## config.mk

```make
export PLATFORM = sky130hd
export DESIGN_NAME = rv_regfile
export DESIGN_NICKNAME = d
export VERILOG_FILES = /design/src/hdl/rv_pkg.sv /design/src/hdl/rv_regfile.sv
export SDC_FILE = /design/constraint.sdc
export NUM_CORES = 2
export LEC_CHECK = 0
export BUFFER_PORTS_ARGS = -buffer_cell sky130_fd_sc_hd__buf_2
export CAP_MARGIN = 20
export CORE_ASPECT_RATIO = 1.1
export CORE_MARGIN = 2
export CORE_UTILIZATION = 43
export DETAILED_ROUTE_END_ITERATION = 8
export GPL_TIMING_DRIVEN = 0
export HOLD_SLACK_MARGIN = 0.03
export MAX_ROUTING_LAYER = met4
export SETUP_SLACK_MARGIN = 0.15
export SLEW_MARGIN = 15
export SYNTH_ARGS = -nofsm -noshare
export SYNTH_HDL_FRONTEND = slang
export SYNTH_SLANG_ARGS = --single-unit
```

## constraint.sdc

```tcl
create_clock -name i_clk -period 8.75 [get_ports i_clk]
set_input_delay 1.75 -clock i_clk [delete_from_list [all_inputs] [get_ports i_clk]]
set_output_delay 1.75 -clock i_clk [all_outputs]
set_load 0.03 [all_outputs]
```

## src/hdl/rv_pkg.sv

```systemverilog
package rv_pkg;

   localparam int XLEN = 64;

   typedef logic [XLEN-1:0] xlen_t;
   typedef logic [31:0]     insn_t;
   typedef logic [4:0]      reg_addr_t;
   typedef logic [3:0]      alu_op_t;
   typedef logic [2:0]      opb_sel_t;
   typedef logic [3:0]      lsu_size_t;    // Byte count of one access.
   typedef logic [7:0]      dmem_addr_t;

   localparam alu_op_t ALU_OP_ADD   = 4'd0;
   localparam alu_op_t ALU_OP_SUB   = 4'd1;
   localparam alu_op_t ALU_OP_SLL   = 4'd2;
   localparam alu_op_t ALU_OP_SLT   = 4'd3;
   localparam alu_op_t ALU_OP_SLTU  = 4'd4;
   localparam alu_op_t ALU_OP_XOR   = 4'd5;
   localparam alu_op_t ALU_OP_SRL   = 4'd6;
   localparam alu_op_t ALU_OP_SRA   = 4'd7;
   localparam alu_op_t ALU_OP_OR    = 4'd8;
   localparam alu_op_t ALU_OP_AND   = 4'd9;
   localparam alu_op_t ALU_OP_PASSB = 4'd10;  // Operand B straight through for LUI.

   localparam opb_sel_t OPB_RF    = 3'd0;
   localparam opb_sel_t OPB_IMM12 = 3'd1;
   localparam opb_sel_t OPB_IMM20 = 3'd2;
   localparam opb_sel_t OPB_SHAMT = 3'd3;

   localparam int DMEM_BYTES = 256;

   localparam logic [6:0] OPC_LUI      = 7'b0110111;
   localparam logic [6:0] OPC_AUIPC    = 7'b0010111;
   localparam logic [6:0] OPC_JAL      = 7'b1101111;
   localparam logic [6:0] OPC_JALR     = 7'b1100111;
   localparam logic [6:0] OPC_BRANCH   = 7'b1100011;
   localparam logic [6:0] OPC_LOAD     = 7'b0000011;
   localparam logic [6:0] OPC_STORE    = 7'b0100011;
   localparam logic [6:0] OPC_OP_IMM   = 7'b0010011;
   localparam logic [6:0] OPC_OP       = 7'b0110011;
   localparam logic [6:0] OPC_OP_IMM32 = 7'b0011011;
   localparam logic [6:0] OPC_OP32     = 7'b0111011;

   typedef enum logic [1:0] {
      IDLE,
      EXEC,
      ACK
   } exu_state_t;

endpackage

```

## src/hdl/rv_regfile.sv

```systemverilog
`timescale 1ns/1ps

module rv_regfile (
   input  logic              i_clk,
   input  logic              i_reset,
   input  rv_pkg::reg_addr_t i_rs1_addr,
   input  rv_pkg::reg_addr_t i_rs2_addr,
   input  rv_pkg::reg_addr_t i_rd,
   input  logic              i_we,
   input  rv_pkg::xlen_t     i_wdata,
   output rv_pkg::xlen_t     o_rs1_data,
   output rv_pkg::xlen_t     o_rs2_data
);
   import rv_pkg::*;

   xlen_t regs [1:31];    // There is no storage behind x0.

   always_ff @(posedge i_clk) begin
      if (i_reset) begin
         for (int i = 1; i < 32; i++) begin
            regs[i] <= '0;
         end
      end else if (i_we && (i_rd != '0)) begin
         regs[i_rd] <= i_wdata;
      end
   end

   assign o_rs1_data = (i_rs1_addr == '0) ? '0 : regs[i_rs1_addr];
   assign o_rs2_data = (i_rs2_addr == '0) ? '0 : regs[i_rs2_addr];

endmodule

```

==> metrics.txt <==
status finished clean; worst slew pin tran roughly 1.3 ns; WL/cell 45.3 µm; final wirelength 509 mm; starting density of the core 0.431; Sw Share 0.284; mux cell area share after synthesis 0.235; Layout area overhead 13.5%; vias in the first global route approximately 73000; CTS tree done; vias 76500; max_cap viols 0; Final Instance Area 123000 µm²; fill cell count about 21000; ys async rst share 0; CP Cell Sequence clkbuf_1 -> buf_4 -> buf_2 -> buf_2 -> mux4_2 -> mux2i_1 -> o2111ai_1 -> buf_2; crit path DAT approximately 6.5 ns; post-detailed-route count of antenna-violating nets 0; multi-input logic area ~44000 µm²; Synth Area in XOR/XNOR 0; Sw Pwr 0.00706 W; CP Launch Point i_rs2_addr[0]; Largest regs regs x2048; most common flop cell mapped by yosys edfxtp_1; die area 256000 µm²; number of synthesized flops with an enable pin 2048; YS warnings 0; maximum VDD drop 0.159 mV; crit-path max FO 10; Max Slew Vio Count 0; Yosys reg bits 2048; Setup crit end kind output port; Crit path largest cell delay 0.78 ns; sequential power share 0.466; Final Non-Filler Cells ~11000; Pwr per Cell Area 203 nW/µm²; Clock transition at path regs 0.06 ns; critical path class in2out; antenna violations before repair slightly below 100; largest family of logic cells by synthesized area multiplexers; Hold/Removal Path Class in2reg; Avg Cell Area, Syn 15.3 µm²; Power, Total 0.0249 W; clk sinks 2048; Slew Limit Headroom 0.110; fin nets roughly 7700; final setup vio count 0; sequential cell area around 60000 µm²; sequential area share after synthesis 0.568; Netlist cell types 43; share of layout cells above drive strength 1 0.244; P_int ~0.018 W; compound-cell area share of the yosys netlist 0.0375; adder-cell area share of the yosys netlist 0; postcts setup bufs 0; Post-route DRC 0; Vias/cell 6.82; H-tree depth 4; post-detail-place hpwl 367 mm; most frequent cells in the layout 2048 x edfxtp_1, 1986 x and2_1, 906 x mux4_2; Comb power frac 0.154; placed cells 10700; clock power share 0.380; Final Hold Fails 0; Tcrit/Tclk final 0.945; commonest non-fill, non-tap cell in the layout edfxtp_1; gr usage total 0.406; CTS Root Cell clkbuf_16; Post-CTS Hold Fix Bufs 0; Max clock buf depth 4; Worst setup endpoint o_rs2_data[30]; IO Count 210; initial DRC count 14100; Post-Synthesis Cell Area 108000 µm²; first-pass GRT wire length 664 mm; DRT Pass-1 Iters 6; Cells after Synth 7055; largest register by flop count regs; die span in x ~480 µm; Core ar. 251000 µm²; max reg flops 2048; Pleak 42.7 nW; die height 530 µm; row cnt 193; most frequent CP cell buf_2; RSZ-0062 raised after global routing false; Max Fclk 121 MHz; CTS resizes 0; Min Clock Period, post-route 8.27 ns; largest net degree at the start of global routing 40; IO Port Bufs 204; simple-gate portion of the synthesized area 0.128; GR Overflow Total 0; slowest CP cell mux2i_1; CTS Buf Count 224; CP Launch Type input pin; placed inst area 116000 µm²; Placer Congestion 1.04; Req. time, crit path 7.00 ns
==> stage by stage <==
stage                     setup slack (ns)  hold slack, ns  TNS, ns  utilization
final                                0.484            1.06        0        0.490
after global routing                 0.786            1.09        0        0.490
after CTS                             1.00            1.05        0        0.489
after detailed placement             0.946            1.99        0        0.461
after global placement              -0.609            1.98   -0.637        0.453
after floorplan                       2.66            1.85        0            -
==> cells in the mapped netlist (2+ instances only) <==
library cell	number	share of area
clkbuf_1	586	0.020
nor2_1	58	0.0020
mux2i_1	365	0.034
a32o_1	2	0.00018
and2_1	1986	0.11
buf_1	35	0.0012
nand3_1	21	0.00097
a22o_1	30	0.0024
mux2_2	120	0.012
a2111oi_0	12	0.00097
o211ai_1	30	0.0021
a21o_1	42	0.0029
mux4_2	906	0.19
nand3b_1	5	0.00035
inv_2	2	0.000069
buf_4	40	0.0028
o21ai_0	10	0.00046
nor2b_1	15	0.00087
o2111ai_1	30	0.0024
nand2b_1	7	0.00040
a32oi_1	30	0.0024
o22a_1	6	0.00049
nor3_1	4	0.00018
or2_2	35	0.0020
a211oi_1	11	0.00076
a22oi_1	74	0.0051
and3_1	31	0.0018
a21oi_1	50	0.0023
nand2_1	109	0.0038
or3_1	2	0.00012
buf_6	23	0.0024
a221oi_1	57	0.0046
nor4_1	9	0.00052
edfxtp_1	2048	0.57
o22ai_1	100	0.0058
o221ai_1	55	0.0044
buf_2	103	0.0048
==> kinds of logic after synthesis <==
group | count (synthesis)
compound gates | 540
buf+inv | 791
flops | 2048
mux | 1391
other cells | 1
simple gates | 2284
==> worst max-delay path, delay by kind of cell <==
kind | cells | cell delay [ns]
AO/OA/AOI/OAI | 1 | 0.62
buffers and inverters | 5 | 2.72
multiplexers | 2 | 1.37
==> power groups by stage <==
stage / combinational (W) / clock, W / sequential, W
floorplan: 0.00193 / 0 / 0.0117
global placement: 0.00349 / 0 / 0.0118
detailed placement: 0.00362 / 0 / 0.0118
CTS: 0.00363 / 0.00935 / 0.0116
global route: 0.00379 / 0.00970 / 0.0117
finish: 0.00383 / 0.00945 / 0.0116
==> routing by layer <==
layer / GRT usage / vias to the layer above / part of all wire / wire (µm)
met4: 0.279 / 0 / 0.084 / 42500
li1: - / 28500 / - / -
met1: 0.472 / 39800 / 0.34 / 171000
met5: - / - / 0 / 0
met2: 0.567 / 6649 / 0.43 / 219000
met3: 0.172 / 1588 / 0.15 / 76700
==> worst min-delay path by stage <==
stage / from / to / depth (start not counted)
after floorplan: i_wdata[0] / regs[0][0] / 0
after global placement: i_wdata[60] / regs[0][60] / 1
after detailed placement: i_wdata[60] / regs[0][60] / 1
after CTS: i_wdata[13] / regs[0][13] / 1
after global routing: i_wdata[32] / regs[0][32] / 1
final: i_wdata[3] / regs[0][3] / 1
==> final cells by class <==
| cell class | count | share of cell area |
|---|---|---|
| well taps | 3315 | 0.0337 |
| inverters | 2 | 0.0000611 |
| clock buffers | 285 | 0.0480 |
| plain buffers | 789 | 0.0285 |
| clock inverters | 113 | 0.00814 |
| multi-input cells | 4279 | 0.356 |
| flip-flops and latches | 2048 | 0.500 |
| diodes | 75 | 0.00153 |
| repair buffers | 313 | 0.0238 |
Power figures use the tool's default switching activity.
