$ cat src/hdl/rv_pkg.sv
package rv_pkg;

   localparam int XLEN = 64;

   typedef logic [XLEN-1:0] xlen_t;
   typedef logic [31:0]     insn_t;
   typedef logic [4:0]      reg_addr_t;
   typedef logic [3:0]      alu_op_t;
   typedef logic [2:0]      opb_sel_t;
   typedef logic [3:0]      lsu_size_t;    // Byte count of one access.
   typedef logic [7:0]      dmem_addr_t;

   localparam alu_op_t ALU_OP_ADD   = 4'd0;
   localparam alu_op_t ALU_OP_SUB   = 4'd1;
   localparam alu_op_t ALU_OP_SLL   = 4'd2;
   localparam alu_op_t ALU_OP_SLT   = 4'd3;
   localparam alu_op_t ALU_OP_SLTU  = 4'd4;
   localparam alu_op_t ALU_OP_XOR   = 4'd5;
   localparam alu_op_t ALU_OP_SRL   = 4'd6;
   localparam alu_op_t ALU_OP_SRA   = 4'd7;
   localparam alu_op_t ALU_OP_OR    = 4'd8;
   localparam alu_op_t ALU_OP_AND   = 4'd9;
   localparam alu_op_t ALU_OP_PASSB = 4'd10;  // Operand B straight through for LUI.

   localparam opb_sel_t OPB_RF    = 3'd0;
   localparam opb_sel_t OPB_IMM12 = 3'd1;
   localparam opb_sel_t OPB_IMM20 = 3'd2;
   localparam opb_sel_t OPB_SHAMT = 3'd3;

   localparam int DMEM_BYTES = 256;

   localparam logic [6:0] OPC_LUI      = 7'b0110111;
   localparam logic [6:0] OPC_AUIPC    = 7'b0010111;
   localparam logic [6:0] OPC_JAL      = 7'b1101111;
   localparam logic [6:0] OPC_JALR     = 7'b1100111;
   localparam logic [6:0] OPC_BRANCH   = 7'b1100011;
   localparam logic [6:0] OPC_LOAD     = 7'b0000011;
   localparam logic [6:0] OPC_STORE    = 7'b0100011;
   localparam logic [6:0] OPC_OP_IMM   = 7'b0010011;
   localparam logic [6:0] OPC_OP       = 7'b0110011;
   localparam logic [6:0] OPC_OP_IMM32 = 7'b0011011;
   localparam logic [6:0] OPC_OP32     = 7'b0111011;

   typedef enum logic [1:0] {
      IDLE,
      EXEC,
      ACK
   } exu_state_t;

endpackage

$ cat src/hdl/rv_idu.sv
`timescale 1ns/1ps

module rv_idu (
   input  rv_pkg::insn_t     i_insn,
   output rv_pkg::reg_addr_t o_rs1_addr,
   output rv_pkg::reg_addr_t o_rs2_addr,
   output rv_pkg::reg_addr_t o_rd,
   output logic              o_rf_we,
   output logic              o_illegal,
   output rv_pkg::alu_op_t   o_alu_op,
   output rv_pkg::opb_sel_t  o_opb_sel,
   output logic              o_opa_pc,
   output logic              o_word,
   output logic              o_lsu_load,
   output logic              o_lsu_store,
   output logic              o_lsu_sigext,
   output rv_pkg::lsu_size_t o_lsu_size,
   output logic              o_branch,
   output logic [2:0]        o_br_cond,
   output logic              o_jal,
   output logic              o_jalr,
   output logic [11:0]       o_imm12,
   output logic [12:0]       o_imm13,
   output logic [20:0]       o_imm21,
   output logic [19:0]       o_imm20,
   output logic [5:0]        o_shamt
);
   import rv_pkg::*;

   logic [6:0] opcode;
   logic [2:0] funct3;
   logic [6:0] funct7;
   logic       alt7;
   logic       imm_ok;
   logic       imm32_ok;
   logic       reg_ok;
   logic       reg32_ok;
   logic       is_lui;
   logic       is_auipc;
   logic       is_jal;
   logic       is_jalr;
   logic       is_branch;
   logic       is_load;
   logic       is_store;
   logic       is_op_imm;
   logic       is_op;
   logic       is_op_imm32;
   logic       is_op32;
   logic       is_arith;
   logic       illegal;

   assign opcode = i_insn[6:0];
   assign funct3 = i_insn[14:12];
   assign funct7 = i_insn[31:25];
   assign alt7   = (funct7 == 7'b0100000);

   // RV64 immediate shifts have a six-bit shamt, so only insn[31:26] names the shift kind.
   assign imm_ok = (funct3 == 3'b001) ? (i_insn[31:26] == 6'b000000) :
                   (funct3 == 3'b101) ? (i_insn[31:26] == 6'b000000) ||
                                        (i_insn[31:26] == 6'b010000) : 1'b1;
   assign imm32_ok = (funct3 == 3'b000) ||
                     ((funct3 == 3'b001) && (funct7 == 7'b0)) ||
                     ((funct3 == 3'b101) && ((funct7 == 7'b0) || alt7));
   assign reg_ok   = (funct7 == 7'b0) || (alt7 && ((funct3 == 3'b000) || (funct3 == 3'b101)));
   assign reg32_ok = reg_ok && ((funct3 == 3'b000) || (funct3 == 3'b001) || (funct3 == 3'b101));

   assign is_lui      = (opcode == OPC_LUI);
   assign is_auipc    = (opcode == OPC_AUIPC);
   assign is_jal      = (opcode == OPC_JAL);
   assign is_jalr     = (opcode == OPC_JALR) && (funct3 == 3'b000);
   assign is_branch   = (opcode == OPC_BRANCH) && (funct3[2:1] != 2'b01);
   assign is_load     = (opcode == OPC_LOAD) && (funct3 != 3'b111);
   assign is_store    = (opcode == OPC_STORE) && !funct3[2];
   assign is_op_imm   = (opcode == OPC_OP_IMM) && imm_ok;
   assign is_op       = (opcode == OPC_OP) && reg_ok;
   assign is_op_imm32 = (opcode == OPC_OP_IMM32) && imm32_ok;
   assign is_op32     = (opcode == OPC_OP32) && reg32_ok;
   assign is_arith    = is_op_imm || is_op || is_op_imm32 || is_op32;

   assign illegal = !(is_lui || is_auipc || is_jal || is_jalr || is_branch ||
                      is_load || is_store || is_arith);

   always_comb begin
      o_alu_op = ALU_OP_ADD;    // Addresses, AUIPC and JALR all go through the adder.
      if (is_lui) begin
         o_alu_op = ALU_OP_PASSB;
      end else if (is_arith) begin
         case (funct3)
            3'b000:  o_alu_op = ((is_op || is_op32) && i_insn[30]) ? ALU_OP_SUB : ALU_OP_ADD;
            3'b001:  o_alu_op = ALU_OP_SLL;
            3'b010:  o_alu_op = ALU_OP_SLT;
            3'b011:  o_alu_op = ALU_OP_SLTU;
            3'b100:  o_alu_op = ALU_OP_XOR;
            3'b101:  o_alu_op = i_insn[30] ? ALU_OP_SRA : ALU_OP_SRL;
            3'b110:  o_alu_op = ALU_OP_OR;
            default: o_alu_op = ALU_OP_AND;
         endcase
      end
   end

   always_comb begin
      if (is_op || is_op32 || is_branch) begin
         o_opb_sel = OPB_RF;
      end else if (is_lui || is_auipc) begin
         o_opb_sel = OPB_IMM20;
      end else if ((is_op_imm || is_op_imm32) && (funct3[1:0] == 2'b01)) begin
         o_opb_sel = OPB_SHAMT;
      end else begin
         o_opb_sel = OPB_IMM12;
      end
   end

   assign o_rs1_addr   = i_insn[19:15];
   assign o_rs2_addr   = i_insn[24:20];
   assign o_rd         = i_insn[11:7];
   assign o_illegal    = illegal;
   assign o_rf_we      = !illegal && !is_store && !is_branch;
   assign o_opa_pc     = is_auipc;
   assign o_word       = is_op_imm32 || is_op32;
   assign o_lsu_load   = is_load;
   assign o_lsu_store  = is_store;
   assign o_lsu_sigext = !funct3[2];
   assign o_lsu_size   = 4'd1 << funct3[1:0];  // 1, 2, 4 or 8 bytes.
   assign o_branch     = is_branch;
   assign o_br_cond    = funct3;
   assign o_jal        = is_jal;
   assign o_jalr       = is_jalr;

   assign o_imm12 = is_store ? {i_insn[31:25], i_insn[11:7]} : i_insn[31:20];
   assign o_imm13 = {i_insn[31], i_insn[7], i_insn[30:25], i_insn[11:8], 1'b0};
   assign o_imm21 = {i_insn[31], i_insn[19:12], i_insn[20], i_insn[30:21], 1'b0};
   assign o_imm20 = i_insn[31:12];
   assign o_shamt = i_insn[25:20];

endmodule

$ cat config.mk
export PLATFORM = sky130hd
export DESIGN_NAME = rv_idu
export DESIGN_NICKNAME = d
export VERILOG_FILES = /design/src/hdl/rv_pkg.sv /design/src/hdl/rv_idu.sv
export SDC_FILE = /design/constraint.sdc
export NUM_CORES = 1
export LEC_CHECK = 0
export BUFFER_PORTS_ARGS = -buffer_cell sky130_fd_sc_hd__buf_2
export CAP_MARGIN = 10
export CORE_ASPECT_RATIO = 0.6
export CORE_MARGIN = 2
export CORE_UTILIZATION = 38
export DETAILED_ROUTE_END_ITERATION = 8
export PLACE_DENSITY = 0.87
export SYNTH_ARGS = -nofsm -noshare
export SYNTH_HDL_FRONTEND = slang
export SYNTH_SLANG_ARGS = --single-unit
$ cat constraint.sdc
create_clock -name vclk -period 3.2
set_input_delay 0.48 -clock vclk [all_inputs]
set_output_delay 0.48 -clock vclk [all_outputs]
set_load 0.01 [all_outputs]
==> results.md <==
- Status: complete, no violations
- Sequential cell area in the final layout: 0 um^2
- Crit path capture type: output pin
- Post-cts sizing count: 0
- Most common cell after layout, fill and taps aside: buf_2
- Number of library cell types mapped by synthesis: 43
- Signed area change from the synthesized netlist to the final layout: -0.822%
- Vias in the first global route: between 700 and 800
- Overall die width: 77.1 um
- Final Max Slew Viols: 0
- Maximum clock frequency: between 0.3 and 0.4 GHz
- Global router's overall resource usage: between 10% and 20%
- Y dimension of the die: roughly 48 um
- Final-layout setup total negative slack: 0 ps
- Worst-path maximum fanout: 7
- Total half-perimeter wirelength after legalization and detailed placement: approximately 2.5 mm
- Period Utilization, post-route: between 80 and 90%
- Number of violations of the max-capacitance limit: 0
- Final min period: 2650 ps
- Average cell area after synthesis: between 7 and 8 um^2
- Comb pwr share: between 90% and 100%
- Top-level port count: 143
- Start point of the critical path: i_insn[3]
- Setup Slack @ Placement: between 500 and 600 ps
- FF+latch count: 0
- Number of I/O port buffers: between 100 and 150
- Total overflow reported by the global router: 0
- Total via count after detailed routing: 1089
- Fraction of the yosys area taken by sequential cells: 0%
- Fraction of final layout cells sized beyond drive strength 1: approximately 68%
- Syn Inst Count: ~170
- Routability cong.: 0.908
- Drt first pass iters: 4
- Pleak: between 0.0006 and 0.0007 uW
- CP required: ~2700 ps
- Internal Pwr Total: ~63 uW
- Crit start category: input port
- Crit path DAT: approximately 2200 ps
- Postcts setup bufs: 0
- WS Path Type: input port to output pin
- Netlist area before placement: roughly 1200 um^2
- Classification of the worst-slack hold path: input port to output pin
- Final ANT Viol Nets: 0
- Starting density of the core: roughly 41%
- Share of total power in sequential cells: 0%
- Antenna diode instance count: 0
- Final setup violating endpoints: 0
- Post-CTS Hold Fix Bufs: 0
- Detailed router's first-iteration violation count: 33
- Yosys Warn Count: 0
- Power per cell area: 124 nW/um^2
- Min setup slack post-route: 550 ps
- Clock share of power: 0%
- Net switching power of the design: 86.4 uW
- Global-route wire length before repair: approximately 3.6 mm
- Sw frac: between 50% and 60%
- Remaining routing DRC violations: 0
- Core ar.: between 2000 and 3000 um^2
- Die outline area: roughly 3700 um^2
- Number of antenna violations at the first check in global routing: 0
- Top library cells by usage in the layout, fill and taps aside: buf_2, nor2_1, mux2_2, o21ai_0
- Number of nets at the end of the flow: around 230
- Clock tree buffer count of the final layout: 0
- Via count normalized by instance count: approximately 4.5
- End of the critical path: o_imm12[4]
- WL/cell: about 12 um
- Count of standard-cell rows: 15
- Largest net degree at the start of global routing: 18
- Final hold viol count: 0
- Worst hold margin: 960 ps
- Total wire length: roughly 2.8 mm
- Unrepaired setup endpoints after global routing: no
- Highest ir drop seen on vdd: 0.0430 mV
[worst max-delay path, stage by stage]
cell and delay [ps]:
buf_2 130, nand4bb_4 260, or2_4 280, nor4b_4 490, mux2_2 390, buf_2 140
[metrics by stage]
stage | total power [uW] | util, % | cells | instance area [um^2]
after floorplan | 152 | - | 170 | 1220
after global placement | 149 | 40.7 | 242 | 1210
after detailed placement | 150 | 40.7 | 242 | 1210
after CTS | 151 | 40.7 | 242 | 1210
after global routing | 164 | 40.7 | 242 | 1210
final | 149 | 40.7 | 242 | 1210
[kinds of logic (layout without fill, tap and decap cells)]
kind of cell / count (synthesis) / after routing / synth area share (%)
other: 1 / 3 / 0.308
multiplexers: 6 / 6 / 5.55
AND/OR/NAND/NOR: 48 / 48 / 26.2
AO/OA/AOI/OAI: 18 / 18 / 10.9
buffers and inverters: 94 / 124 / 56.3
XOR/XNOR: 1 / 1 / 0.720
[per-layer routing]
metal  routed length [um]  global-route usage, %  vias up  share of wire (%)
met5                    0                      0        -                  0
met4                    0                   1.07        0                  0
met3                  368                   4.72        0                 13
met2                 1280                   17.2       64                 45
met1                 1170                   17.6      481                 42
li1                     -                      -      544                  -
[area by class of cell]
type                            instances  area (um^2)
Fill cell                             340         1760
Inverter                                4         15.0
Multi-Input combinational cell         76          539
Tap cell                               42         52.6
Timing Repair Buffer                  120          601
[worst min-delay path by stage]
stage	from	endpoint	slack, ps	depth (start not counted)
floorplan	i_insn[12]	o_br_cond[0]	1050	1
finish	i_insn[15]	o_imm21[15]	960	0
detailed placement	i_insn[17]	o_rs1_addr[2]	960	0
global placement	i_insn[17]	o_rs1_addr[2]	960	0
CTS	i_insn[17]	o_rs1_addr[2]	960	0
global route	i_insn[18]	o_imm20[6]	960	0
[power groups by stage]
stage / clock (uW) / combinational, uW / sequential (uW)
after floorplan: 0 / 152 / 0
after global placement: 0 / 149 / 0
after detailed placement: 0 / 150 / 0
after CTS: 0 / 151 / 0
after global routing: 0 / 164 / 0
final: 0 / 149 / 0
[Yosys cell counts (all sizes together), types with 2 or more instances]
cell | count | share of area, %
buf | 89 | 55
nor2 | 11 | 3.4
mux2 | 6 | 5.5
o21ai | 6 | 2.5
nand2 | 5 | 1.5
nor3 | 5 | 2.1
inv | 4 | 1.2
nor2b | 4 | 2.7
and2 | 3 | 1.5
or2 | 3 | 1.7
a21oi | 2 | 0.82
and3b | 2 | 1.5
nand2b | 2 | 1.0
nand3b | 2 | 1.2
nand4 | 2 | 1.0
(Power assumes the default switching activity.)
